===== src/fetch_pkg.sv =====
package fetch_pkg;

	// datapath widths
	localparam int XLEN = 64;
	localparam int ILEN = 32;

	// fetch starts at the ITCM base
	localparam logic [XLEN-1:0] RESET_PC = 64'h0000_0000_8000_0000;

	// memory and queue depths, as address widths
	localparam int ITCM_AW = 14;
	localparam int BHT_AW = 4;
	localparam int RAS_AW = 4;

	// major opcodes of the control transfer instructions
	localparam logic [6:0] OPC_JAL = 7'b1101111;
	localparam logic [6:0] OPC_JALR = 7'b1100111;
	localparam logic [6:0] OPC_BRANCH = 7'b1100011;

	// link registers ra and t0
	localparam logic [4:0] REG_RA = 5'd1;
	localparam logic [4:0] REG_T0 = 5'd5;

	// one instruction word seen through the J, I and B layouts
	typedef union packed {
		struct packed {
			logic imm20;
			logic [9:0] imm10_1;
			logic imm11;
			logic [7:0] imm19_12;
			logic [4:0] rd;
			logic [6:0] opcode;
		} j_fmt;
		struct packed {
			logic [11:0] imm11_0;
			logic [4:0] rs1;
			logic [2:0] funct3;
			logic [4:0] rd;
			logic [6:0] opcode;
		} i_fmt;
		struct packed {
			logic imm12;
			logic [5:0] imm10_5;
			logic [4:0] rs2;
			logic [4:0] rs1;
			logic [2:0] funct3;
			logic [3:0] imm4_1;
			logic imm11;
			logic [6:0] opcode;
		} b_fmt;
	} rv_instr_t;

endpackage


===== src/branch_fifo.sv =====
`timescale 1ns/1ps

module branch_fifo
	import fetch_pkg::*;
(
	input  logic CLK,
	input  logic rst_n,

	input  logic push,
	input  logic pop,
	input  logic [XLEN:0] push_data,

	output logic full,
	output logic head_taken,
	output logic [XLEN-1:0] head_pc
);

	localparam int DEPTH = 1 << BHT_AW;

	logic [XLEN:0] mem [0:DEPTH-1];
	logic [XLEN:0] head_q;
	logic [BHT_AW-1:0] rd_ptr;
	logic [BHT_AW-1:0] wr_ptr;
	logic [BHT_AW:0] count;
	logic do_push;
	logic do_pop;

	assign full = (count == (BHT_AW+1)'(DEPTH));
	assign do_push = push & ~full;
	assign do_pop = pop & (count != '0);

	// pointers and occupancy
	always_ff @(posedge CLK or negedge rst_n) begin
		if (!rst_n) begin
			rd_ptr <= '0;
			wr_ptr <= '0;
			count <= '0;
		end else begin
			if (do_push) begin
				wr_ptr <= wr_ptr + 1'b1;
			end
			if (do_pop) begin
				rd_ptr <= rd_ptr + 1'b1;
			end
			count <= count + (BHT_AW+1)'(do_push) - (BHT_AW+1)'(do_pop);
		end
	end

	always_ff @(posedge CLK) begin
		if (do_push) begin
			mem[wr_ptr] <= push_data;
		end
	end

	// head register; the last popped entry stays visible when the queue drains
	always_ff @(posedge CLK) begin
		if (do_pop && count > (BHT_AW+1)'(1)) begin
			head_q <= mem[rd_ptr + 1'b1];
		end else if (do_push && (count == '0 || (do_pop && count == (BHT_AW+1)'(1)))) begin
			head_q <= push_data;
		end
	end

	assign head_taken = head_q[XLEN];
	assign head_pc = head_q[XLEN-1:0];

endmodule


===== config.mk =====
export PLATFORM = sky130hd
export DESIGN_NAME = branch_fifo
export DESIGN_NICKNAME = d
export VERILOG_FILES = /design/src/fetch_pkg.sv /design/src/branch_fifo.sv
export SDC_FILE = /design/constraint.sdc
export NUM_CORES = 1
export LEC_CHECK = 0
export BUFFER_PORTS_ARGS = -buffer_cell sky130_fd_sc_hd__buf_2
export CAP_MARGIN = 10
export CORE_ASPECT_RATIO = 0.7
export CORE_MARGIN = 5
export CORE_UTILIZATION = 61
export DETAILED_ROUTE_END_ITERATION = 10
export HOLD_SLACK_MARGIN = 0.15
export PLACE_DENSITY = 0.8
export RECOVER_POWER = 50
export REMOVE_ABC_BUFFERS = 1
export SYNTH_ARGS = -nofsm -noshare
export SYNTH_HDL_FRONTEND = slang
export SYNTH_SLANG_ARGS = --single-unit

===== constraint.sdc =====
create_clock -name CLK -period 9.98 [get_ports CLK]
set_input_delay 0.499 -clock CLK [delete_from_list [all_inputs] [get_ports CLK]]
set_output_delay 0.499 -clock CLK [all_outputs]
set_load 0.03 [all_outputs]

==> results.md <==
* Row count at 81
* Vias in the first global route at 22800
* Max Freq at 196 MHz
* Slew Viols, Final at 0
* Initial antenna violation count at 11
* Drt drc at 0
* Layout cells sized above 1 at 0.226
* Root Buffer: clkbuf_16
* Post-DRT Antenna Nets at 0
* Synth Register Bits at 1118
* Met3 usage at 0.0692
* Starting DRT DRC Count at 3430
* Synth cell types at 42
* Total track usage at 0.278
* Maximum clock path buffer count at 3
* CTS tree: yes
* Nets at 2158
* PwrDens at 312 nW/um^2
* Static leakage at 14.5 nW
* Tcrit/Tclk final at 0.511
* Area Growth Syn to Fin at 10.7%
* Num CTS Buffers at 98
* DR pass1 iterations at 6
* Worst slew pin tran at 1290 ps
* Tot Pwr at 14.9 mW
* Commonest non-fill, non-tap cell in the layout: edfxtp_1
* Routability cong. at 0.731
* Drt total wl at 105000 um
* RSZ-0062 raised after global routing: no
* Clock period minus worst slack at 5100 ps
* M2 GR Usage at 0.450
* Post-Syn Area at 43000 sq um
* Post-Synth XOR/XNOR Area at 0.00183
* Largest family of logic cells by synthesized area: multiplexers
* Avg WL per Cell at 34.1 um
* Chip Width at 327 um
* H-tree depth at 3
* Yosys warning count at 0
* Post-Synth Simple-Gate Area at 0.00559
* Commonest cells after routing, fill and taps aside: edfxtp_1, mux4_2, clkbuf_1, clkbuf_16, o21ai_0
* Post-DP HPWL at 48500 um
* Adder-cell share of the synthesized area at 0.00454
* Filler cells at 4141
* Grt ovf at 0
* Proportion of synthesized area in mux cells at 0.136
* WP data arrival at 5570 ps
* Critical Path Source Type: flop
* Final core utilization at 0.682
* Async set-reset flop share out of synthesis at 0.0116
* Met1 Use GR at 0.382
* Hold Path Class: in2reg
* Core region area at 69800 sq um
* # IOs at 135
* Required @ worst endpoint at 10450 ps
* Worst clock skew at 27.4 ps
* Cell area after layout at 47600 sq um
* Placed Area at 44600 sq um
* Critical path type: reg2reg
* VDD IR-drop max at 398 uV
* Max_cap viols at 0
* Worst-path fanout max at 50
* Via-to-Cell Ratio at 7.10
* CP Capture Type: flop
* Clock latency on the worst-skew pair at 670 ps
* Final Hold Violating Endpoints at 0
* Ys flop type: edfxtp_1
* Avg Synthesized Cell Area at 22.3 sq um
* Setup-failing EPs final at 0
* Compound-Gate Fraction of Synth Area at 0.0535
* Die Ht at 232 um
* Vias at 21800
* Gr busiest metal: met2
* Clock sinks at 1118
* # port buffers at 134
* Post-synthesis sequential area ratio at 0.779
* Post-synth EDFFs at 1105
* Max_slew headroom at 0.137
* Die area at 76000 sq um
* Reg clk slew, reported paths at 70 ps
* Status: finished clean
* First-pass GRT wire length at 153000 um
* Largest net degree at the start of global routing at 156
* Cell count after synthesis at 1931
* Starting density of the core at 0.616
==> path summary, 6_finish.rpt <==
check / end / slack [ps] / from / depth (start not counted)
worst max register to register: head_q[5]$_DFFE_PP_ / 4880 / rd_ptr[0]$_DFFE_PN0P_ / 6
worst max-delay path: head_q[5]$_DFFE_PP_ / 4880 / rd_ptr[0]$_DFFE_PN0P_ / 6
worst min register to register: rd_ptr[3]$_DFFE_PN0P_ / 590 / rd_ptr[3]$_DFFE_PN0P_ / 1
worst min-delay path: mem[14][1]$_DFFE_PP_ / 350 / push_data[1] / 1
max in group asynchronous: rd_ptr[0]$_DFFE_PN0P_ / 8960 / rst_n / 2
min in group asynchronous: wr_ptr[3]$_DFFE_PN0P_ / 430 / rst_n / 2
==> Yosys cell counts (2+ instances only) <==
library cell	count	area (sq um)
clkbuf_1	56	210
a21oi_1	3	15.0
xnor2_1	6	52.6
buf_4	12	90.1
nor4_1	4	25.0
o21ai_1	63	315
inv_1	18	67.6
o21ai_0	69	345
a31oi_1	65	407
a41oi_1	65	569
buf_6	20	225
nor2b_1	2	12.5
nor3b_1	3	22.5
nand2_1	4	15.0
a22oi_1	45	338
buf_2	44	220
and2_1	8	50.1
ha_1	14	175
dfrtp_1	13	325
a22oi_2	20	250
mux4_2	260	5860
nor2_1	10	37.5
edfxtp_1	1105	33200
xor2_1	3	26.3
nand4_1	2	12.5
==> area by class of cell <==
class	count	area, sq um	share of cell area
multi-input cells	663	8830	0.185
repair buffers	175	833	0.0175
inverters	18	67.6	0.00142
clock inverters	61	601	0.0126
flip-flops and latches	1118	33500	0.704
well taps	913	1140	0.0240
clock buffers	121	2610	0.0549
diodes	4	10.0	0.000210
==> where the power goes <==
part	leakage [nW]	switching [mW]	internal (mW)
sequential	10.2	0.280	5.86
clock	1.57	1.67	2.15
combinational	2.76	2.96	1.95
==> per-stage QoR <==
step	setup slack [ps]	cells	TNS [ps]	hold WS [ps]
after floorplan	-6810	1799	-449920	203
final	4880	3073	0	346
after detailed placement	4990	2886	0	416
after global placement	4980	2886	0	418
after global routing	4600	3071	0	351
after CTS	4870	3069	0	182
==> cell families (layout without fill, tap and decap cells) <==
kind of cell / Yosys count / count (layout)
adders and majority gates: 15 / 15
other: 0 / 4
buffers and inverters: 150 / 375
AOI/OAI and AO/OA: 337 / 337
muxes: 261 / 261
and+or+nand+nor: 41 / 41
DFF: 1118 / 1118
xor gates and xnor gates: 9 / 9
==> timing repair <==
item / CTS / global route
gates resized for setup: 0 / 0
hold endpoints to repair: 13 / 0
endpoints found under the setup margin: 0 / 0
hold buffers: 1 / 0
buffers inserted: 0 / 0
==> layer usage <==
metal | wire length, um | share of wire
met1 | 37000 | 0.35
met2 | 51800 | 0.49
met3 | 12200 | 0.12
met4 | 3640 | 0.035
met5 | 91 | 0.00087
==> state kept, by name, indices dropped and copies added, names as in the netlist <==
| signal | flops |
|---|---|
| head_q | 65 |
| rd_ptr | 4 |
| wr_ptr | 4 |
| count | 5 |
| mem | 1040 |
==> critical path: stages (launching register included) <==
cell and delay, ps:
dfrtp_4 1090, buf_4 890, nand3b_1 520, a21boi_4 920, buf_4 770, o21ai_0 250, a41oi_1 310
Note: power is estimated with default switching activity, not from simulation.
