### config.mk
export PLATFORM = sky130hd
export DESIGN_NAME = return_stack
export DESIGN_NICKNAME = d
export VERILOG_FILES = /design/src/fetch_pkg.sv /design/src/return_stack.sv
export SDC_FILE = /design/constraint.sdc
export NUM_CORES = 1
export LEC_CHECK = 0
export CAP_MARGIN = 30
export CORE_ASPECT_RATIO = 0.6
export CORE_MARGIN = 2
export CORE_UTILIZATION = 60
export CTS_BUF_LIST = sky130_fd_sc_hd__clkbuf_8
export DETAILED_ROUTE_END_ITERATION = 10
export DONT_BUFFER_PORTS = 1
export PLACE_DENSITY = 0.78
export SYNTH_ARGS = -nofsm -noshare
export SYNTH_HDL_FRONTEND = slang
export SYNTH_SLANG_ARGS = --single-unit
### constraint.sdc
create_clock -name CLK -period 7.46 [get_ports CLK]
set_input_delay 0.746 -clock CLK [delete_from_list [all_inputs] [get_ports CLK]]
set_output_delay 0.746 -clock CLK [all_outputs]
set_load 0.005 [all_outputs]
### src/fetch_pkg.sv
package fetch_pkg;

	// datapath widths
	localparam int XLEN = 64;
	localparam int ILEN = 32;

	// fetch starts at the ITCM base
	localparam logic [XLEN-1:0] RESET_PC = 64'h0000_0000_8000_0000;

	// memory and queue depths, as address widths
	localparam int ITCM_AW = 14;
	localparam int BHT_AW = 4;
	localparam int RAS_AW = 4;

	// major opcodes of the control transfer instructions
	localparam logic [6:0] OPC_JAL = 7'b1101111;
	localparam logic [6:0] OPC_JALR = 7'b1100111;
	localparam logic [6:0] OPC_BRANCH = 7'b1100011;

	// link registers ra and t0
	localparam logic [4:0] REG_RA = 5'd1;
	localparam logic [4:0] REG_T0 = 5'd5;

	// one instruction word seen through the J, I and B layouts
	typedef union packed {
		struct packed {
			logic imm20;
			logic [9:0] imm10_1;
			logic imm11;
			logic [7:0] imm19_12;
			logic [4:0] rd;
			logic [6:0] opcode;
		} j_fmt;
		struct packed {
			logic [11:0] imm11_0;
			logic [4:0] rs1;
			logic [2:0] funct3;
			logic [4:0] rd;
			logic [6:0] opcode;
		} i_fmt;
		struct packed {
			logic imm12;
			logic [5:0] imm10_5;
			logic [4:0] rs2;
			logic [4:0] rs1;
			logic [2:0] funct3;
			logic [3:0] imm4_1;
			logic imm11;
			logic [6:0] opcode;
		} b_fmt;
	} rv_instr_t;

endpackage

### src/return_stack.sv
`timescale 1ns/1ps

module return_stack
	import fetch_pkg::*;
(
	input  logic CLK,
	input  logic rst_n,

	input  logic push,
	input  logic pop,
	input  logic [XLEN-1:0] push_data,

	output logic empty,
	output logic [XLEN-1:0] top
);

	localparam int DEPTH = 1 << RAS_AW;

	logic [XLEN-1:0] mem [0:DEPTH-1];
	logic [RAS_AW-1:0] sp;
	logic [RAS_AW:0] count;
	logic do_pop;

	assign empty = (count == '0);
	assign do_pop = pop & ~empty;

	// sp points at the newest entry; wrapping drops the oldest one
	always_ff @(posedge CLK or negedge rst_n) begin
		if (!rst_n) begin
			sp <= '1;
			count <= '0;
		end else if (push && do_pop) begin
			// call and return in one instruction, top is replaced
			count <= count;
		end else if (push) begin
			sp <= sp + 1'b1;
			if (count != (RAS_AW+1)'(DEPTH)) begin
				count <= count + 1'b1;
			end
		end else if (do_pop) begin
			sp <= sp - 1'b1;
			count <= count - 1'b1;
		end
	end

	always_ff @(posedge CLK) begin
		if (push && do_pop) begin
			mem[sp] <= push_data;
		end else if (push) begin
			mem[sp + 1'b1] <= push_data;
		end
	end

	assign top = mem[sp];

endmodule

==> reports/metrics.yaml <==
gr-usage-all-layers: 0.2564
synth_adder_area_share: 0.003057
fp.dieW_microns: 334.4
finalSetupViolations: 0
crit_arrival_ps: 4320
postLayoutSetupSlackWorst_ps: 2394
worstMarginPinSlew_ps: 972.0
core_area_sq_mm: 0.06459
grt_overflow_total: 0
critical_path.top_delay_family: "buffers and inverters"
most-common-layout-cells: "sky130_fd_sc_hd__edfxtp_1, sky130_fd_sc_hd__mux4_2, sky130_fd_sc_hd__clkbuf_8, sky130_fd_sc_hd__inv_1"
largest_fanout_on_the_critical_path: 53
grt_max_degree: 104
cts_resized: 0
syn_nets: 1609
intPower_w: 0.01133
post_cts_hold_buffer_count: 1
share_clk_of_total_power: 0.242
drt-initial-drc-count: 2765
yosysUniqueCellTypes: 40
route.final.wire_length_mm: 83.83
grt_first_pass_wirelength_mm: 122.6
post_synth_xor_area_fraction: 0.001783
area.growth.synth_to_final_pct: 9.731
place.detailed.instances: 2348
crit_path_end_kind: "output pin"
cts-root-to-sink-buffers: 3
synth_cells: 1532
final_layout_size_suffix_gt1_frac: 0.3190
mostFrequentLayoutCell: "sky130_fd_sc_hd__edfxtp_1"
design.final.nets: 1720
ys_warn_count: 0
die_area_sq_mm: 0.06762
buffers_plus_inverters_on_the_worst_setup_path: 2
clock_sinks: 1033
hpwlAfterDp_mm: 45.97
post_synth.cell_area_avg_sq_um: 25.65
relSlewSlack: 0.3505
die_h_microns: 202.2
grt_setup_unrepaired: "false"
netSwitchingFraction: 0.3016
synth_flop_cell: "sky130_fd_sc_hd__edfxtp_1"
power_leakage_nw: 13.42
final_antenna_net_count: 0
vdd_drop_max_mv: 0.2837
post_drt_via_cell_ratio: 6.638
cts.htree.levels: 4
fin_skew_ps: 40.78
tritoncts_clock_tree: "yes"
power.share.sequential: 0.470
worstSkewPairLatency_ps: 770
path_cells: "buf_4, buf_4, mux4_2, mux4_2"
worst_path_largest_cell_delay_ps: 1080
drt_pass1_iterations: 6
final_core_util: 0.6675
floorplan.initialDensity: 0.6083
row_count: 72
synthSimpleGateAreaFrac: 0.004649
syn-cell-area_sq_mm: 0.03929
cp_data_required_time_ps: 6710
setup.reg_to_reg.worst_slack_ps: 2490
io_pins: 133
clock_pin_transition_on_the_worst_setup_and_hold_timing_paths_ps: 80
antenna_found_initial: 0
drv_slew: 0
drcViolationCount: 0
globalplace.congestion: 0.8216
max_freq_mhz: 197.4
synth_compound_gate_area_share: 0.006018
cp_slowest_cell: "sky130_fd_sc_hd__dfstp_4"
final_cell_count_no_fill: 2598
launching_element_type_of_the_critical_path: "flip-flop"
synth_async_sr_flop_share: 0.008712
total_via_count_after_detailed_routing: 17250
run_status: "completed"
p_per_area_mw_per_mm2: 376.2
share_of_cell_area_taken_by_muxes_after_synthesis: 0.1833
port-buffer-count: 0
timing.max_cap.violations: 0
criticalPathCategory: "flip-flop to output pin"
clock_tree.root_cell: "sky130_fd_sc_hd__clkbuf_8"
yosysSeqAreaShare: 0.7884
finalSetupTns_ps: 0
wl_per_cell_microns: 32.27
synth_edf_count: 1024
pre_cts_worst_setup_slack_ps: 2589
report.final.hold_viol_count: 0
final.period_utilization: 0.6791
setup_bufs_post_cts: 0
synth_top_family_by_area: "multiplexers"
grt_pass1_vias: 17870
cts_inserted_buffers: 142
synth.ff_latch_count: 1033
min_period_ps: 5066
timing.hold.worst.class: "primary input to flip-flop"
netSwitchingPower_w: 0.004892
pwr-share-comb: 0.288
[final timing paths]
check	start	to	cells after the start
min in group asynchronous	rst_n	count[0]	1
hold / removal	push_data[19]	mem[11][19]	0
max in group asynchronous	rst_n	sp[1]	1
setup reg to reg	count[0]	mem[12][5]	8
hold reg to reg	count[3]	count[3]	1
setup / recovery	sp[1]	top[21]	4
[cells in the mapped netlist (2+ instances only)]
cell / number / area share
sky130_fd_sc_hd__inv_1: 5 / 0.00048
sky130_fd_sc_hd__a211oi_1: 2 / 0.00038
sky130_fd_sc_hd__o31ai_1: 4 / 0.00076
sky130_fd_sc_hd__buf_1: 8 / 0.00076
sky130_fd_sc_hd__dfstp_2: 4 / 0.0027
sky130_fd_sc_hd__mux4_2: 317 / 0.18
sky130_fd_sc_hd__edfxtp_1: 1024 / 0.78
sky130_fd_sc_hd__a21o_1: 4 / 0.00076
sky130_fd_sc_hd__xor2_1: 2 / 0.00045
sky130_fd_sc_hd__a221oi_1: 3 / 0.00067
sky130_fd_sc_hd__o21ai_0: 8 / 0.0010
sky130_fd_sc_hd__dfrtp_1: 5 / 0.0032
sky130_fd_sc_hd__ha_1: 8 / 0.0025
sky130_fd_sc_hd__nand3b_1: 2 / 0.00038
sky130_fd_sc_hd__inv_2: 2 / 0.00019
sky130_fd_sc_hd__mux2i_1: 4 / 0.0010
sky130_fd_sc_hd__nand2_1: 8 / 0.00076
sky130_fd_sc_hd__nor3_1: 5 / 0.00064
sky130_fd_sc_hd__a21oi_1: 6 / 0.00076
sky130_fd_sc_hd__nor2b_1: 2 / 0.00032
sky130_fd_sc_hd__nor2_1: 16 / 0.0015
sky130_fd_sc_hd__buf_6: 22 / 0.0063
sky130_fd_sc_hd__o22ai_1: 3 / 0.00048
sky130_fd_sc_hd__xnor2_1: 6 / 0.0013
sky130_fd_sc_hd__buf_2: 17 / 0.0022
sky130_fd_sc_hd__a32oi_1: 2 / 0.00045
sky130_fd_sc_hd__clkbuf_1: 30 / 0.0029
[state kept, by name, indices dropped and copies added, names as in the netlist]
register / flops
sp: 4
mem: 1024
count: 5
[per-layer routing]
metal  part of all wire  routed length, microns  track usage  up-vias
met5                  0                       0            0        -
met4              0.014                    1151      0.05743        0
met3               0.14                   11690      0.09853      117
met2               0.45                   37970       0.3668     1065
met1               0.39                   33020       0.3832     9132
li1                   -                       -            -     6932
[per-stage QoR]
stage	instance area (sq um)	total power, W	hold WS, ps
2_1_floorplan	39290	0.01103	450.4
3_5_place_dp	40560	0.01245	450.8
5_1_grt	43110	0.01690	26.25
3_3_place_gp	40320	0.01228	450.7
6_report	43120	0.01622	72.41
4_1_cts	43090	0.01637	23.18
[power groups by stage]
stage / Combinational (W) / Clock, W / Sequential, W
final: 0.00467 / 0.00393 / 0.00762
after global placement: 0.00449 / 0 / 0.00779
after CTS: 0.00463 / 0.00401 / 0.00772
after floorplan: 0.00349 / 0 / 0.00754
after detailed placement: 0.00462 / 0 / 0.00783
after global routing: 0.00495 / 0.00426 / 0.00768
[area by class of cell]
cell class / count / area, sq um
Timing Repair Buffer: 44 / 563.0
Inverter: 7 / 28.78
Sequential cell: 1033 / 30990
Multi-Input combinational cell: 415 / 7946
Fill cell: 3786 / 21480
Clock inverter: 101 / 506.7
Clock buffer: 146 / 2009
Tap cell: 851 / 1065
Antenna cell: 1 / 2.502
[kinds of logic (layout without fill, tap and decap cells)]
logic type,after synthesis,count (layout)
AND/OR/NAND/NOR,39,39
other,0,1
multiplexers,323,323
flip-flops,1033,1033
buffers and inverters,84,298
AO/OA/AOI/OAI,36,36
XOR/XNOR,8,8
adder cells (fa/ha/maj),9,9
Note: power is estimated with default switching activity, not from simulation.
