===== src/fetch_pkg.sv =====
package fetch_pkg;

	// datapath widths
	localparam int XLEN = 64;
	localparam int ILEN = 32;

	// fetch starts at the ITCM base
	localparam logic [XLEN-1:0] RESET_PC = 64'h0000_0000_8000_0000;

	// memory and queue depths, as address widths
	localparam int ITCM_AW = 14;
	localparam int BHT_AW = 4;
	localparam int RAS_AW = 4;

	// major opcodes of the control transfer instructions
	localparam logic [6:0] OPC_JAL = 7'b1101111;
	localparam logic [6:0] OPC_JALR = 7'b1100111;
	localparam logic [6:0] OPC_BRANCH = 7'b1100011;

	// link registers ra and t0
	localparam logic [4:0] REG_RA = 5'd1;
	localparam logic [4:0] REG_T0 = 5'd5;

	// one instruction word seen through the J, I and B layouts
	typedef union packed {
		struct packed {
			logic imm20;
			logic [9:0] imm10_1;
			logic imm11;
			logic [7:0] imm19_12;
			logic [4:0] rd;
			logic [6:0] opcode;
		} j_fmt;
		struct packed {
			logic [11:0] imm11_0;
			logic [4:0] rs1;
			logic [2:0] funct3;
			logic [4:0] rd;
			logic [6:0] opcode;
		} i_fmt;
		struct packed {
			logic imm12;
			logic [5:0] imm10_5;
			logic [4:0] rs2;
			logic [4:0] rs1;
			logic [2:0] funct3;
			logic [3:0] imm4_1;
			logic imm11;
			logic [6:0] opcode;
		} b_fmt;
	} rv_instr_t;

endpackage


===== src/instr_predecode.sv =====
`timescale 1ns/1ps

module instr_predecode
	import fetch_pkg::*;
(
	input  logic [ILEN-1:0] instr,

	output logic is_jal,
	output logic is_jalr,
	output logic is_branch,
	output logic is_call,
	output logic is_return,
	output logic [XLEN-1:0] imm
);

	rv_instr_t word;
	logic rd_link;
	logic rs1_link;

	assign word = instr;

	// opcode sits at the same place in every layout
	assign is_jal = (word.j_fmt.opcode == OPC_JAL);
	assign is_jalr = (word.i_fmt.opcode == OPC_JALR);
	assign is_branch = (word.b_fmt.opcode == OPC_BRANCH);

	assign rd_link = (word.i_fmt.rd == REG_RA) | (word.i_fmt.rd == REG_T0);
	assign rs1_link = (word.i_fmt.rs1 == REG_RA) | (word.i_fmt.rs1 == REG_T0);

	// link register hints, as in the ISA table for ra and t0
	assign is_call = (is_jal | is_jalr) & rd_link;
	assign is_return = is_jalr & rs1_link & (word.i_fmt.rs1 != word.i_fmt.rd);

	// sign-extended immediate of the matching layout
	always_comb begin
		if (is_jal) begin
			imm = {
				{(XLEN-21){word.j_fmt.imm20}},
				word.j_fmt.imm20,
				word.j_fmt.imm19_12,
				word.j_fmt.imm11,
				word.j_fmt.imm10_1,
				1'b0
			};
		end else if (is_jalr) begin
			imm = {
				{(XLEN-12){word.i_fmt.imm11_0[11]}},
				word.i_fmt.imm11_0
			};
		end else if (is_branch) begin
			imm = {
				{(XLEN-13){word.b_fmt.imm12}},
				word.b_fmt.imm12,
				word.b_fmt.imm11,
				word.b_fmt.imm10_5,
				word.b_fmt.imm4_1,
				1'b0
			};
		end else begin
			// not a control transfer, offset unused
			imm = '0;
		end
	end

endmodule


===== config.mk =====
export PLATFORM = sky130hd
export DESIGN_NAME = instr_predecode
export DESIGN_NICKNAME = d
export VERILOG_FILES = /design/src/fetch_pkg.sv /design/src/instr_predecode.sv
export SDC_FILE = /design/constraint.sdc
export NUM_CORES = 1
export LEC_CHECK = 0
export BUFFER_PORTS_ARGS = -buffer_cell sky130_fd_sc_hd__buf_2
export CORE_UTILIZATION = 32
export DETAILED_ROUTE_END_ITERATION = 6
export PLACE_DENSITY = 0.89
export SYNTH_ARGS = -nofsm -noshare
export SYNTH_HDL_FRONTEND = slang
export SYNTH_SLANG_ARGS = --single-unit
export TNS_END_PERCENT = 100

===== constraint.sdc =====
create_clock -name vclk -period 11.4
set_input_delay 3.42 -clock vclk [all_inputs]
set_output_delay 3.42 -clock vclk [all_outputs]
set_load 0.02 [all_outputs]

==> flow_summary.yaml, run 1 <==
power_and_ir_drop:
  leakage_power_of_the_design_nw: 0.611
  power.density_mw_per_mm2: 19.2
  seq_power_share: 0
  switching_share: 0.546
  power.clock.fraction: 0
  p_comb_frac: 1.000
  power_report.internal_total_mw: 0.00728
  vdd_drop_max_mv: 0.0123
  p_sw_mw: 0.00878
sta:
  grt_setup_unrepaired: "false"
  setup_viol_count_final: 0
  slew_viol_final: 0
  period_minus_slack_ps: 8490
  setup-tns-final_ps: 0
  timing.slew.headroom: 0.385
  tightestPinTransition_ps: 923
  final_worst_path_period_share: 0.745
  final-hold-violation-count: 0
  fmax_mhz: 118
hold_path:
  hold-path-endpoint: "imm[9]"
  hold_path_depth: 3
  hold_path_class: "in -> out"
  hp-start: "instr[29]"
grt:
  grt_max_degree: 45
  grt_pass1_wl_mm: 2.15
  antenna_found_initial: 0
  globalRoute.totalOverflow: 0
  gr-usage-all-layers: 0.130
  via_count_of_the_first_global_routing_pass: 522
yosys:
  ys_types: 19
  synth_top_cell_area_share: 0.510
  syn_nets: 132
  most_area_hungry_cell_type_in_the_yosys_netlist: "buf_4"
  synth.area.top_cells: "buf_4 (51%), and2_1 (7.9%), nand2_1 (7.7%)"
  yosys_warns: 0
  syn_area_per_cell_um2: 6.33
  netlist_instances: 100
  synthesis.area_um2: 633
  seq_area_frac_synth: 0
drt:
  routed_wire_length_per_instance_um: 9.13
  routed_wl_mm: 1.64
  viasPerCell: 4.36
  initial_drc_count: 14
  vias: 784
  drt_first_pass_iters: 4
  remaining_antenna_violation_count: 0
  drt_drc_violations_left: 0
worst_setup_path:
  type_of_the_worst_setup_path: "in -> out"
  worst-endpoint-required_ps: 7980
  setup.worst_path.end_class: "output port"
  cp-start-kind: "input port"
  critPathArrivalTime_ps: 5070
  worst-path-max-fanout: 44
floorplan:
  die-width_um: 46.5
  rows: 15
  design.core.area_mm2: 0.00178
  floorplan.initialDensity: 0.355
  top_level_ports: 101
  die_area_mm2: 0.00216
  chip_height_um: 46.5
outcome:
  status: "finished, final reports clean"
cells_and_area:
  regArea_um2: 0
  layout-drive-gt1-share: 0.658
  layout.sequential_cells: 0
  design.final.nets: 189
  stdcell_count: 180
  num_antenna_cells: 0
  layout_area_overhead_pct: 31.8
  n_clock_buffer: 0
placement:
  numPortBuffers: 101
  finalWeightedCongestion: 0.743
  placed_cells: 180
  dpl.hpwl_mm: 1.37
job:
  drv.max_cap_violation_count: 0
clock_network:
  post_cts_resized: 0
  cts.hold.buffers_added: 0
  cts_setup_buffers: 0
-- worst max-delay path by stage --
stage,from,end,slack (ps),cells past startpoint
2_1_floorplan,instr[4],imm[21],2860,4
3_3_place_gp,instr[4],imm[47],2920,5
3_5_place_dp,instr[4],imm[41],2840,5
4_1_cts,instr[4],imm[41],2840,5
5_1_grt,instr[4],imm[48],2580,5
6_report,instr[4],imm[41],2910,5
-- metrics by stage --
step / power, mW / worst slack, ps / instance area [um^2] / util / hold slack [ps]
CTS: 0.0161 / 2840 / 835 / 0.468 / 7160
global placement: 0.0158 / 2920 / 835 / 0.468 / 7150
floorplan: 0.00957 / 2860 / 633 / - / 6930
global route: 0.0178 / 2580 / 835 / 0.468 / 7170
finish: 0.0161 / 2910 / 835 / 0.468 / 7160
detailed placement: 0.0160 / 2840 / 835 / 0.468 / 7160
-- cells in the mapped netlist, drive strengths merged --
cell	n
clkbuf	2
inv	2
a2111oi	1
o2111a	1
or4b	1
buf	44
nor2b	1
nor2	7
and3b	1
a22oi	4
nor4b	1
xnor2	1
mux2	1
a21oi	9
nor3	2
and2	8
nand2	13
nand3	1
-- placed cells by master (no fill, tap or decap) --
cell type | synthesis | routed
or4b_1 | 1 | 1
nor2_1 | 7 | 7
a21oi_1 | 9 | 9
nand2_1 | 13 | 13
and3b_1 | 1 | 1
and2_1 | 8 | 8
nor2b_1 | 1 | 1
inv_1 | 2 | 2
mux2_2 | 1 | 1
xnor2_1 | 1 | 1
buf_2 | 1 | 101
nor4b_1 | 1 | 1
nand3_1 | 1 | 1
a2111oi_1 | 1 | 1
nor3_1 | 2 | 2
a22oi_1 | 4 | 4
o2111a_1 | 1 | 1
-- critical path, cell delays in order --
cell      delay [ps]
buf_2             90
and3b_1          220
o2111a_1         270
and2_1           760
buf_2            310
-- logic make-up (layout without fill, tap and decap cells) --
group / after synthesis / count (layout) / share of synthesized area
buffers and inverters: 48 / 103 / 0.542
AND/OR/NAND/NOR: 35 / 35 / 0.275
AO/OA/AOI/OAI: 15 / 15 / 0.152
XOR/XNOR: 1 / 1 / 0.0138
multiplexers: 1 / 1 / 0.0178
-- power groups by stage --
stage                     clock (mW)  combinational (mW)  sequential (mW)
after floorplan                    0             0.00957                0
after global placement             0              0.0158                0
after detailed placement           0              0.0160                0
after CTS                          0              0.0161                0
after global routing               0              0.0178                0
final                              0              0.0161                0
-- metal layers --
layer  track usage  routed length [um]  share of wire  up-vias
met5             0                   0              0        -
met4             0                   0              0        0
met3       0.00392                 186           0.11        0
met2         0.267                 813           0.49       63
met1         0.152                 643           0.39      327
li1              -                   -              -      394
-- area by class of cell --
type	instances	area, um^2
fillers	191	948
repair buffers	101	505
multi-input cells	52	290
well taps	25	31.3
inverters	2	7.51
No activity file was read; power rests on OpenSTA's default activity.
==> run 2, diff against run 1 <==
CORE_UTILIZATION = 30   (was 32)
PLACE_DENSITY = 0.85   (was 0.89)
clock period = 7.85 ns   (was 11.4 ns; I/O delays follow)
==> flow_summary.yaml, run 2 (synthesized netlist as in run 1, its figures left out) <==
grt:
  gr-usage-all-layers: 0.107
  grt_max_degree: 45
  globalRoute.totalOverflow: 0
  via_count_of_the_first_global_routing_pass: 503
  grt_pass1_wl_mm: 1.90
  antenna_found_initial: 0
worst_setup_path:
  cp-start-kind: "input port"
  type_of_the_worst_setup_path: "in -> out"
  critPathArrivalTime_ps: 4000
  critPathLaunch: "instr[4]"
  setup.worst_path.end_class: "output port"
  endpoint: "imm[45]"
  worst-endpoint-required_ps: 5500
  worst-path-max-fanout: 44
cells_and_area:
  num-fill-cells: 227
  design.final.nets: 189
  leading_cell_type_in_the_layout_fill_and_taps_excluded: "buf_2"
  layout.sequential_cells: 0
  stdcell_count: 182
  regArea_um2: 0
  layout_area_overhead_pct: 32.2
  layout-drive-gt1-share: 0.658
  num_antenna_cells: 0
  n_clock_buffer: 0
  final_core_util: 0.422
  layout.cells.most_common_list: "buf_2 (101), nand2_1 (13), a21oi_1 (9)"
  fin_area_um2: 837
drt:
  drt_first_pass_iters: 4
  met2WireLength_um: 719
  remaining_antenna_violation_count: 0
  routed_wire_length_per_instance_um: 7.94
  drt_drc_violations_left: 0
  topRoutingLayerUsed: "met3"
  routed_wl_mm: 1.45
  viasPerCell: 4.24
  vias: 771
  route.met3.wl_um: 162
  initial_drc_count: 13
  wirelength_met1_um: 562
hold_path:
  hold_path_class: "in -> out"
  hp-start: "instr[3]"
clock_network:
  cts_setup_buffers: 0
  cts.hold.buffers_added: 0
  post_cts_resized: 0
sta:
  fmax_mhz: 157
  setup_ws_ps: 1500
  final_worst_path_period_share: 0.809
  grt_setup_unrepaired: "false"
  period_minus_slack_ps: 6350
  final-hold-violation-count: 0
  setup-tns-final_ps: 0
  finalHoldWorstSlack_ps: 5020
  setup_viol_count_final: 0
  tightestPinTransition_ps: 914
  slew_viol_final: 0
  timing.slew.headroom: 0.391
placement:
  placement.setup.worst_slack_ps: 1440
  finalWeightedCongestion: 0.667
  numPortBuffers: 101
  dpl.hpwl_mm: 1.26
  placed_area_um2: 837
  placed_cells: 182
job:
  drv.max_cap_violation_count: 0
outcome:
  status: "finished, final reports clean"
floorplan:
  chip_height_um: 47.9
  design.core.area_mm2: 0.00198
  top_level_ports: 101
  rows: 16
  die-width_um: 47.9
  floorplan.initialDensity: 0.319
  die_area_mm2: 0.00230
power_and_ir_drop:
  leakage_power_of_the_design_nw: 0.611
  power.total_mw: 0.0230
  power.density_mw_per_mm2: 27.5
  vdd_drop_max_mv: 0.0159
## run 2: cell counts in the layout (fill, tap and decap cells not counted)
Identical to the previous run, type by type.
## run 2: layout make-up
cell class         instances  area, um^2  share of cell area
repair buffers           101         505               0.604
multi-input cells         52         290               0.347
well taps                 27        33.8              0.0404
inverters                  2        7.51             0.00897
## run 2: how the worst min path moves through the flow
stage / to / slack [ps] / depth (start not counted)
after floorplan: is_branch / 4800 / 1
after global placement: is_branch / 5020 / 3
after detailed placement: is_branch / 5020 / 3
after CTS: is_branch / 5020 / 3
after global routing: imm[9] / 5040 / 3
final: is_branch / 5020 / 3
## run 2: critical path, stage by stage
cell	delay, ps
buf_2	90
and3b_1	210
o2111a_1	270
and2_1	760
buf_2	300
## run 2: power breakdown
part           total [mW]  switching [mW]  leakage [nW]  internal, mW
clock                   0               0             0             0
combinational      0.0230          0.0124         0.611        0.0106
sequential              0               0             0             0
## run 2: routing by layer
metal,global-route usage,up-vias
met5,0,-
met2,0.219,62
met1,0.125,312
met3,0,0
met4,0.0111,0
li1,-,397
==> run 3, diff against run 2 <==
clock period = 6.5 ns   (was 7.85 ns; I/O delays follow)
==> flow_summary.yaml, run 3 (synthesized netlist as in run 1, its figures left out) <==
power_and_ir_drop:
  power.density_mw_per_mm2: 33.1
  vdd_drop_max_mv: 0.0191
  leakage_power_of_the_design_nw: 0.616
placement:
  dpl.hpwl_mm: 1.28
  finalWeightedCongestion: 0.688
  placed_area_um2: 845
  numPortBuffers: 101
worst_setup_path:
  worst-path-max-fanout: 19
  setup.worst_path.end_class: "output port"
  cp_cell_sequence: "buf_2 > and3b_1 > nand3_1 > a2111oi_1 > buf_2"
  worst-endpoint-required_ps: 4550
  type_of_the_worst_setup_path: "in -> out"
  timing.critical_path.depth: 5
  cp-start-kind: "input port"
  endpoint: "is_return"
  critical-path-slowest-cell: "a2111oi_1"
  critical_path.max_stage_delay_ps: 470
  critPathLaunch: "instr[4]"
  cp_top_family: "simple AND/OR/NAND/NOR gates"
  cp.buffers_inverters: 2
  critPathArrivalTime_ps: 3410
  cpMostUsedCell: "buf_2"
sta:
  finalHoldWorstSlack_ps: 4210
  fmax_mhz: 187
  setup-tns-final_ps: 0
  final_worst_path_period_share: 0.825
  period_minus_slack_ps: 5360
  setup_viol_count_final: 0
  final-hold-violation-count: 0
  tightestPinTransition_ps: 626
  slew_viol_final: 0
  timing.slew.headroom: 0.582
  grt_setup_unrepaired: "false"
grt:
  globalRoute.totalOverflow: 0
  grt_max_degree: 45
  via_count_of_the_first_global_routing_pass: 475
  grt_pass1_wl_mm: 1.97
  gr-usage-all-layers: 0.111
  antenna_found_initial: 0
drt:
  initial_drc_count: 14
  drt_first_pass_iters: 4
  drt_drc_violations_left: 0
  vias: 763
  viasPerCell: 4.17
  routed_wl_mm: 1.49
  routed_wire_length_per_instance_um: 8.13
  remaining_antenna_violation_count: 0
floorplan:
  die_area_mm2: 0.00230
  die-width_um: 47.9
  rows: 16
  design.core.area_mm2: 0.00198
  top_level_ports: 101
  chip_height_um: 47.9
  floorplan.initialDensity: 0.319
clock_network:
  cts.hold.buffers_added: 0
  cts_setup_buffers: 0
  post_cts_resized: 0
cells_and_area:
  leading_cell_type_in_the_layout_fill_and_taps_excluded: "buf_2"
  n_clock_buffer: 0
  layout.cells.most_common_list: "buf_2 (101), nand2_1 (13), a21oi_1 (9)"
  regArea_um2: 0
  design.final.nets: 190
  num_antenna_cells: 0
  layout.sequential_cells: 0
  layout-drive-gt1-share: 0.660
  fin_area_um2: 845
  layout_area_overhead_pct: 33.4
hold_path:
  hold_path_class: "in -> out"
job:
  drv.max_cap_violation_count: 0
outcome:
  status: "finished, final reports clean"
-- run 3: cell types whose count changed in the layout (fill, tap and decap cells not counted), sizes merged --
cell	previous run	this run
buf	101	102
-- run 3: stage by stage --
stage	std cells	power, mW	setup WS [ps]	utilization
final	183	0.0279	1140	0.426
after global routing	183	0.0313	952	0.426
after CTS	183	0.0282	1130	0.426
after detailed placement	183	0.0280	1140	0.426
after global placement	183	0.0278	1130	0.426
after floorplan	100	0.0168	902	-
-- run 3: cell type report --
type	instances	area, um^2
inverter	2	7.51
fill	227	1140
timing repair buffer	102	513
multi-input combinational	52	290
tap	27	33.8
-- run 3: worst min path at each step --
stage          cells after the start  slack, ps      from   endpoint
2_1_floorplan                      1       3990  instr[3]  is_branch
3_5_place_dp                       3       4210  instr[3]  is_branch
4_1_cts                            3       4210  instr[3]  is_branch
5_1_grt                            3       4210  instr[3]  is_branch
3_3_place_gp                       3       4210  instr[3]  is_branch
6_report                           3       4210  instr[3]  is_branch
-- run 3: routing by layer --
metal / wire, um / track usage / part of all wire
met5: 0 / 0 / 0
met2: 730 / 0.203 / 0.49
met1: 617 / 0.154 / 0.41
met3: 140 / 0 / 0.094
met4: 0 / 0 / 0
-- run 3: where the power goes --
part | switching [mW] | leakage [nW] | internal [mW]
Combinational | 0.0151 | 0.616 | 0.0128
Sequential | 0 | 0 | 0
Clock | 0 | 0 | 0
Total | 0.0151 | 0.616 | 0.0128
