--- src/fetch_pkg.sv ---
package fetch_pkg;

	// datapath widths
	localparam int XLEN = 64;
	localparam int ILEN = 32;

	// fetch starts at the ITCM base
	localparam logic [XLEN-1:0] RESET_PC = 64'h0000_0000_8000_0000;

	// memory and queue depths, as address widths
	localparam int ITCM_AW = 14;
	localparam int BHT_AW = 4;
	localparam int RAS_AW = 4;

	// major opcodes of the control transfer instructions
	localparam logic [6:0] OPC_JAL = 7'b1101111;
	localparam logic [6:0] OPC_JALR = 7'b1100111;
	localparam logic [6:0] OPC_BRANCH = 7'b1100011;

	// link registers ra and t0
	localparam logic [4:0] REG_RA = 5'd1;
	localparam logic [4:0] REG_T0 = 5'd5;

	// one instruction word seen through the J, I and B layouts
	typedef union packed {
		struct packed {
			logic imm20;
			logic [9:0] imm10_1;
			logic imm11;
			logic [7:0] imm19_12;
			logic [4:0] rd;
			logic [6:0] opcode;
		} j_fmt;
		struct packed {
			logic [11:0] imm11_0;
			logic [4:0] rs1;
			logic [2:0] funct3;
			logic [4:0] rd;
			logic [6:0] opcode;
		} i_fmt;
		struct packed {
			logic imm12;
			logic [5:0] imm10_5;
			logic [4:0] rs2;
			logic [4:0] rs1;
			logic [2:0] funct3;
			logic [3:0] imm4_1;
			logic imm11;
			logic [6:0] opcode;
		} b_fmt;
	} rv_instr_t;

endpackage

--- src/pc_generate.sv ---
`timescale 1ns/1ps

module pc_generate
	import fetch_pkg::*;
(
	input  logic CLK,
	input  logic rst_n,

	// fetched word and its predecode
	input  logic [ILEN-1:0] rdata,
	input  logic is_jal,
	input  logic is_jalr,
	input  logic is_branch,
	input  logic is_call,
	input  logic is_return,
	input  logic [XLEN-1:0] imm,

	// execute and branch unit
	input  logic jalr_valid,
	input  logic [XLEN-1:0] jalr_pc,
	input  logic bru_res_valid,
	input  logic bru_taken,
	output logic bru_ready,
	output logic mispredict,

	// instruction queue
	input  logic fifo_full,
	output logic [ILEN-1:0] instr_out,
	output logic [XLEN-1:0] pc_out,
	output logic instr_valid,

	// ITCM read address
	output logic [XLEN-1:0] pc_next,

	// branch history FIFO
	input  logic bht_full,
	input  logic bht_head_taken,
	input  logic [XLEN-1:0] bht_head_pc,
	output logic bht_push,
	output logic bht_pop,
	output logic [XLEN:0] bht_push_data,

	// return address stack
	input  logic ras_empty,
	input  logic [XLEN-1:0] ras_top,
	output logic ras_push,
	output logic ras_pop,
	output logic [XLEN-1:0] ras_push_data
);

	logic [XLEN-1:0] pc_q;
	logic fetch_en;
	logic [XLEN-1:0] seq_pc;
	logic [XLEN-1:0] take_pc;
	logic [XLEN-1:0] alt_pc;
	logic predict_taken;
	logic ras_hit;
	logic jalr_stall;
	logic bht_stall;
	logic advance;

	assign seq_pc = pc_q + XLEN'(4);
	assign ras_hit = is_return & ~ras_empty;

	// jalr takes the stack top if it can, else waits for execute
	always_comb begin
		if (is_jalr) begin
			take_pc = ras_hit ? ras_top : jalr_pc;
		end else begin
			take_pc = pc_q + imm;
		end
	end

	// static rule, backward branches and all jumps taken
	assign predict_taken = is_jal | is_jalr | (is_branch & imm[XLEN-1]);
	assign alt_pc = predict_taken ? seq_pc : take_pc;

	assign jalr_stall = is_jalr & ~ras_hit & ~jalr_valid;
	assign bht_stall = is_branch & bht_full;
	assign advance = fetch_en & ~(fifo_full | jalr_stall | bht_stall);

	assign mispredict = bru_res_valid & (bru_taken ^ bht_head_taken);

	always_comb begin
		if (!advance) begin
			pc_next = pc_q;
		end else if (mispredict) begin
			pc_next = bht_head_pc;
		end else if (predict_taken) begin
			pc_next = take_pc;
		end else begin
			pc_next = seq_pc;
		end
	end

	// fetch_en stays low during reset so the ITCM keeps reading RESET_PC
	always_ff @(posedge CLK or negedge rst_n) begin
		if (!rst_n) begin
			pc_q <= RESET_PC;
			fetch_en <= 1'b0;
		end else begin
			pc_q <= pc_next;
			fetch_en <= 1'b1;
		end
	end

	assign pc_out = pc_q;
	assign instr_out = rdata;
	assign instr_valid = advance;
	assign bru_ready = ~jalr_stall & ~fifo_full;

	// prediction plus the path not taken, for the resolver
	assign bht_push = advance & is_branch;
	assign bht_pop = bru_res_valid;
	assign bht_push_data = {predict_taken, alt_pc};

	assign ras_push = advance & is_call;
	assign ras_pop = advance & ras_hit;
	assign ras_push_data = seq_pc;

endmodule

--- config.mk ---
export PLATFORM = sky130hd
export DESIGN_NAME = pc_generate
export DESIGN_NICKNAME = d
export VERILOG_FILES = /design/src/fetch_pkg.sv /design/src/pc_generate.sv
export SDC_FILE = /design/constraint.sdc
export NUM_CORES = 1
export LEC_CHECK = 0
export BUFFER_PORTS_ARGS = -buffer_cell sky130_fd_sc_hd__buf_2
export CAP_MARGIN = 30
export CORE_AREA = 2 2 230 232
export DETAILED_ROUTE_END_ITERATION = 6
export DIE_AREA = 0 0 232 234
export PLACE_DENSITY_LB_ADDON = 0.05
export SYNTH_ARGS = -nofsm -noshare
export SYNTH_HDL_FRONTEND = slang
export SYNTH_SLANG_ARGS = --single-unit
--- constraint.sdc ---
create_clock -name CLK -period 4.03 [get_ports CLK]
set_clock_uncertainty 0.1 [all_clocks]
set_input_delay 0.806 -clock CLK [delete_from_list [all_inputs] [get_ports CLK]]
set_output_delay 0.806 -clock CLK [all_outputs]
set_load 0.05 [all_outputs]
==> metrics.cfg, run 1 <==
[yosys]
synth_ff_type = dfrtp_1
ys_seq_area_frac = 0.153
synthCells = 1626
ys_warn_count = 0
synth_nets = 1993
synth_seq_cells = 65
synthArstFlopShare = 1.00
synth_area_um2 = 10600
yosysUniqueCellTypes = 75
synth.avg_cell_area_um2 = 6.53
synth_edf_count = 0

[critical_path]
worstPathMaxFanout = 3
arrival_ns = 3.79
path_cells = buf_8 -> ha_4 -> nand4_1 -> or3_4 -> buf_6 -> nor2_4 -> o2111a_2 -> a21oi_4 -> nor3_2 -> o211ai_1 -> buf_4 -> and2_4 -> o41ai_4 -> xnor2_2 -> o2111ai_4 -> buf_6
critical_path.most_common_cell = buf_6
reg2reg_depth = 25
r2r_start = pc_out[8]
critPathKind = input port to primary output
worst-r2r-setup-slack_ns = -0.18
regToRegEndpoint = pc_out[19]
cpPeakStageDelay_ns = 0.46
start_kind = input port
cp_data_required_time_ns = 3.12
critPathCaptureType = primary output
crit_slowest_cell = or3_4

[grt]
track_usage = 0.263
overflow = 0
grt_pass1_wl_um = 105000
antenna_found_initial = 8
grt_start_max_net_pins = 67
grt_pass1_vias = 16224

[detailed_routing]
ant_nets = 0
vias_per_cell = 4.85
wl_um = 74000
drt_iter0_markers = 712
routed-via-count = 15965
wl_per_cell_um = 22.5
first_pass_iters = 5
route.detailed.drc = 0

[cells_and_area]
drive_gt1_frac = 0.619
area_growth_pct = 118
multi_input_area_um2 = 11700
finalNetCount = 2964
final_cells = 3295
layout.area.seq_um2 = 1670
fillers = 5354

[timing]
rsz0062_at_grt = true
drv_slew = 0
hold_violations = 0
fin_hold_ws_ns = 0.396
fmax_mhz = 213
layout_setup_ws_ns = -0.665
min_period_ns = 4.69
slew_headroom = 0.436
setup_viol = 113
period_share = 1.16
worst_pin_slew_ns = 0.845

[place]
pre_cts_slack_ns = -0.965
port_buffers = 533
gp_congestion = 0.877
hpwl_um = 58700
place_inst = 3151

[clock_network]
cts_buffers = 9
cts.sinks = 65
cts_max_level = 3
cts_tree = done
clk_pin_slew_worst_paths_ns = 0.06
clkLatencyLatePin_ns = 0.39
cts_buffer_depth = 2
clock_tree.root_cell = clkbuf_16

[die]
die_w_um = 232
io_pins = 598
dieHeight_um = 234
start_util = 0.204
core_area_um2 = 52000
rows = 84
die-area_um2 = 54300

[status]
outcome = finished, violations left
violations = setup timing

[run]
cap_viol_max_count = 0

[pwr]
p_per_area_nw_per_um2 = 688
leakagePower_uw = 0.0110
ir_worst_vdd_mv = 0.437

[worst_hold_path]
hold_path.class = input port to asynchronous set/reset pin

## Yosys cell counts (all sizes together), types with 4 or more instances
| cell type | instances | area, um^2 |
|---|---|---|
| o221ai | 20 | 181 |
| o21ai | 107 | 539 |
| xnor2 | 79 | 692 |
| o21a | 11 | 82.6 |
| dfrtp | 64 | 1600 |
| a21o | 36 | 270 |
| buf | 68 | 404 |
| nand3 | 89 | 450 |
| a22oi | 5 | 37.5 |
| o211ai | 15 | 113 |
| xor2 | 43 | 384 |
| ha | 64 | 801 |
| inv | 41 | 154 |
| o21bai | 17 | 128 |
| mux2i | 12 | 120 |
| clkbuf | 72 | 272 |
| nand4 | 31 | 239 |
| a21oi | 153 | 777 |
| a211oi | 12 | 95.1 |
| and4 | 7 | 61.3 |
| a221oi | 9 | 78.8 |
| nand2b | 6 | 37.5 |
| nor2 | 186 | 703 |
| and3 | 14 | 87.6 |
| or3 | 6 | 37.5 |
| mux2 | 9 | 101 |
| nand2 | 319 | 1200 |
| nor2b | 4 | 25.0 |
| a21boi | 4 | 30.0 |
| a31oi | 39 | 244 |
| nor3 | 30 | 175 |
| o31ai | 8 | 60.1 |
| a221o | 5 | 50.1 |
| and2 | 8 | 52.6 |
## stage by stage
step | utilization | TNS (ns) | total power, uW | instance area [um^2]
after detailed placement | 0.359 | -65.14 | 12200 | 18700
after CTS | 0.419 | -46.38 | 15100 | 21800
after floorplan | - | -1.88 | 7950 | 12100
after global placement | 0.359 | -65.12 | 12200 | 18700
final | 0.445 | -39.34 | 15900 | 23100
after global routing | 0.445 | -53.48 | 16700 | 23100
## worst max-delay path: cells and delay by family
kind                       cells  cell delay [ns]
AOI/OAI and AO/OA              5             0.92
adders and majority gates      1             0.26
and+or+nand+nor                5             1.01
buffers and inverters          4             0.60
xor gates and xnor gates       1             0.18
## what timing repair did
action | 4_1_cts | 5_1_grt
gates resized for setup | 496 | 257
endpoints found under the setup margin | 122 | 133
pin swaps | 162 | 153
setup buffers | 103 | 57
hold buffers | 0 | 0
## flip-flops by register name, indices dropped and copies added, names as in the netlist
| name | count |
|---|---|
| pc_out | 64 |
| fetch_en | 1 |
## report_power, final
part           switching [uW]  internal [uW]  total, uW  leakage, uW
clock network             385            465        849     0.000145
registers                 211            873       1080     0.000758
logic                    8160           5830      14000       0.0101
## layout make-up
cell class	count	share of cell area
Antenna cell	5	0.000541
Clock buffer	13	0.0117
Clock inverter	3	0.000649
Inverter	41	0.00681
Multi-Input combinational cell	1380	0.504
Sequential cell	65	0.0720
Tap cell	688	0.0372
Timing Repair Buffer	1100	0.367
## layout by cell type (no fill, tap or decap), drive strengths merged, types with 5 or more instances in the layout
cell | synthesis | final
clkbuf | 72 | 19
o221ai | 20 | 20
and4 | 7 | 7
or3 | 6 | 6
nand2 | 319 | 319
o211ai | 15 | 15
a21oi | 153 | 153
a221oi | 9 | 9
a21o | 36 | 36
mux2i | 12 | 12
nor3 | 30 | 30
ha | 64 | 64
nand4 | 31 | 31
dfrtp | 64 | 64
a211oi | 12 | 12
a31oi | 39 | 39
diode | 0 | 5
inv | 41 | 40
o21a | 11 | 11
nor2 | 186 | 186
nand3 | 89 | 89
a22oi | 5 | 5
xor2 | 43 | 43
o21ai | 107 | 107
buf | 68 | 1094
xnor2 | 79 | 79
o31ai | 8 | 8
nand2b | 6 | 6
a221o | 5 | 5
mux2 | 9 | 9
and2 | 8 | 8
and3 | 14 | 14
o21bai | 17 | 17
## layer usage
metal	up-vias	wire, um	GRT usage	part of all wire
li1	7682	-	-	-
met1	7722	32100	0.334	0.43
met2	478	36200	0.454	0.49
met3	77	3770	0.0492	0.051
met4	6	1860	0.0755	0.025
met5	-	41	0	0.00055
## cells by family after synthesis
kind of cell,synth area share
flops,0.153
xor+xnor,0.101
fa+ha+maj,0.0773
mux,0.0209
buf+inv,0.0781
compound gates,0.274
other cells,0.000353
simple gates,0.295
## how the worst max path moves through the flow
stage                        endpoint  depth (start not counted)    start
after floorplan           pc_next[51]                         12  imm[24]
after global routing      pc_next[60]                         16   imm[8]
after CTS                 pc_next[60]                         16   imm[8]
after detailed placement  pc_next[56]                         15   imm[0]
final                     pc_next[60]                         16   imm[8]
after global placement    pc_next[60]                         15   imm[0]
Power figures use the tool's default switching activity.
==> run 2, diff against run 1 <==
Settings changed: SKIP_CTS_REPAIR_TIMING from default to 1.
==> metrics.cfg, run 2 (synthesis results as in run 1) <==
[grt]
gr-max-usage-layer = met2
overflow = 0  ; unchanged
track_usage = 0.254  ; -0.00954
grt_start_max_net_pins = 67  ; unchanged
use_met2 = 0.439  ; -0.0146
grt_pass1_wl_um = 101000  ; -4.1%
grtUsageMet3 = 0.0479  ; -0.00134
use_met1 = 0.325  ; -0.00914
grt_pass1_vias = 15325  ; -5.5%
antenna_found_initial = 7  ; -1

[place]
hpwl_um = 58700  ; unchanged
dpl_cell_area_um2 = 18700  ; unchanged
pre_cts_slack_ns = -0.965  ; unchanged
gp_congestion = 0.877  ; unchanged
port_buffers = 533  ; unchanged

[critical_path]
r2r_start = pc_out[0]
crit_slowest_cell = or3_4
start_kind = input port
crit_family = simple AND/OR/NAND/NOR gates
critPathKind = input port to primary output
cpPeakStageDelay_ns = 0.45  ; about the same
worst-r2r-setup-slack_ns = 0.51  ; +0.69 ns
arrival_ns = 3.79  ; about the same
cp_num_buf_inv = 4  ; unchanged
reg2reg_depth = 17  ; -32%
critical_path.most_common_cell = buf_6
path_cells = buf_8 -> ha_4 -> nand4_1 -> or3_4 -> buf_6 -> nor2_4 -> o2111a_2 -> a21oi_4 -> nor3_2 -> o211ai_1 -> buf_4 -> and2_4 -> o41ai_4 -> xnor2_2 -> o2111ai_4 -> buf_6
regToRegEndpoint = pc_out[36]
cp_data_required_time_ns = 3.12  ; about the same
critPathCaptureType = primary output
worstPathMaxFanout = 4  ; +1

[timing]
slew_headroom = 0.435  ; -0.00180
layout_setup_ws_ns = -0.662  ; +0.00251 ns
drv_slew = 0  ; unchanged
setup_viol = 111  ; -1.8%
rsz0062_at_grt = true
min_period_ns = 4.69  ; -0.00251 ns
hold_violations = 0  ; unchanged
period_share = 1.16  ; about the same
fin_hold_ws_ns = 0.400  ; +0.00444 ns
fin_setup_tns_ns = -41.79  ; -2.45 ns
fmax_mhz = 213  ; about the same
worst_pin_slew_ns = 0.848  ; +0.00269 ns

[die]
dieHeight_um = 234  ; unchanged
rows = 84  ; unchanged
io_pins = 598  ; unchanged
die-area_um2 = 54300  ; unchanged
core_area_um2 = 52000  ; unchanged
start_util = 0.204  ; unchanged
die_w_um = 232  ; unchanged

[cells_and_area]
drive_gt1_frac = 0.610  ; -0.00844
area_growth_pct = 114
finalNetCount = 2941  ; -0.78%
final_cell_mix = buf_4, buf_2, nand2_1
largest_register_ff_count = 64  ; unchanged
final_common_cell = buf_4
finalInstanceArea_um2 = 22700  ; -1.9%
fillers = 5361  ; +0.13%
layout.area.seq_um2 = 1670  ; unchanged
finish.utilization = 0.436  ; -0.00842
multi_input_area_um2 = 11500  ; -1.4%

[status]
violations = setup timing
outcome = finished, violations left

[detailed_routing]
vias_per_cell = 4.84  ; about the same
routed-via-count = 15833  ; -0.83%
drt_iter0_markers = 622  ; -13%
wl_per_cell_um = 22.5  ; +0.36%
wl_um = 73700  ; -0.40%
ant_nets = 0  ; unchanged
first_pass_iters = 5  ; unchanged
route.detailed.drc = 0  ; unchanged

[pwr]
p_per_area_nw_per_um2 = 686  ; -0.34%
leakagePower_uw = 0.0108  ; -1.9%
ir_worst_vdd_mv = 0.413  ; -5.5%

[clock_network]
cts_max_level = 3  ; unchanged
clkLatencyLatePin_ns = 0.39  ; about the same
clk_pin_slew_worst_paths_ns = 0.06  ; about the same
clock_tree.root_cell = clkbuf_16
cts_tree = done
cts.sinks = 65  ; unchanged
cts_buffers = 9  ; unchanged
cts_buffer_depth = 2  ; unchanged

[worst_hold_path]
hold_path.class = input port to asynchronous set/reset pin

[run]
cap_viol_max_count = 0  ; unchanged

[run 2: cell type report]
| cell class | count | area share |
|---|---|---|
| repair buffers | 1077 | 0.362 |
| inverters | 41 | 0.00695 |
| well taps | 688 | 0.0379 |
| clock buffers | 13 | 0.0119 |
| clock inverters | 3 | 0.000661 |
| flip-flops and latches | 65 | 0.0734 |
| diodes | 3 | 0.000331 |
| multi-input cells | 1380 | 0.507 |
[run 2: how the worst max path moves through the flow]
stage,from,slack [ns],cells after the start,endpoint
floorplan,imm[24],-0.27,12,pc_next[51]
global placement,imm[0],-0.96,15,pc_next[60]
detailed placement,imm[0],-0.96,15,pc_next[56]
CTS,imm[0],-0.97,15,pc_next[56]
global route,imm[14],-0.79,16,pc_next[60]
finish,imm[7],-0.66,16,pc_next[60]
[run 2: per-stage QoR]
step | instances | power [uW]
CTS | 3167 | 13100
detailed placement | 3151 | 12200
global route | 3270 | 16300
floorplan | 1626 | 7950
finish | 3270 | 15600
global placement | 3151 | 12200
[run 2: worst reg2reg max path, cell delays in order, from the launching register on]
cell and delay [ns]:
dfrtp_1 0.41, ha_4 0.19, fa_2 0.34, a21o_1 0.23, a31oi_4 0.29, nor2_4 0.07
o2111a_2 0.28, a21oi_4 0.18, buf_4 0.14, buf_6 0.09, a21o_1 0.11, nand2_1 0.08
xnor2_2 0.22, o21ai_2 0.08, o21ai_1 0.18, nand3_2 0.14, buf_4 0.17, buf_4 0.12
[run 2: power by group]
| group | total, uW | switching (uW) | internal, uW |
|---|---|---|---|
| Clock | 853 | 389 | 465 |
| Combinational | 13600 | 8070 | 5570 |
| Sequential | 1080 | 204 | 872 |
[run 2: per-layer routing]
layer  up-vias  share of wire
met5         -        0.00056
met3        72          0.053
met2       476           0.49
li1       7629              -
met1      7650           0.43
met4         6          0.020
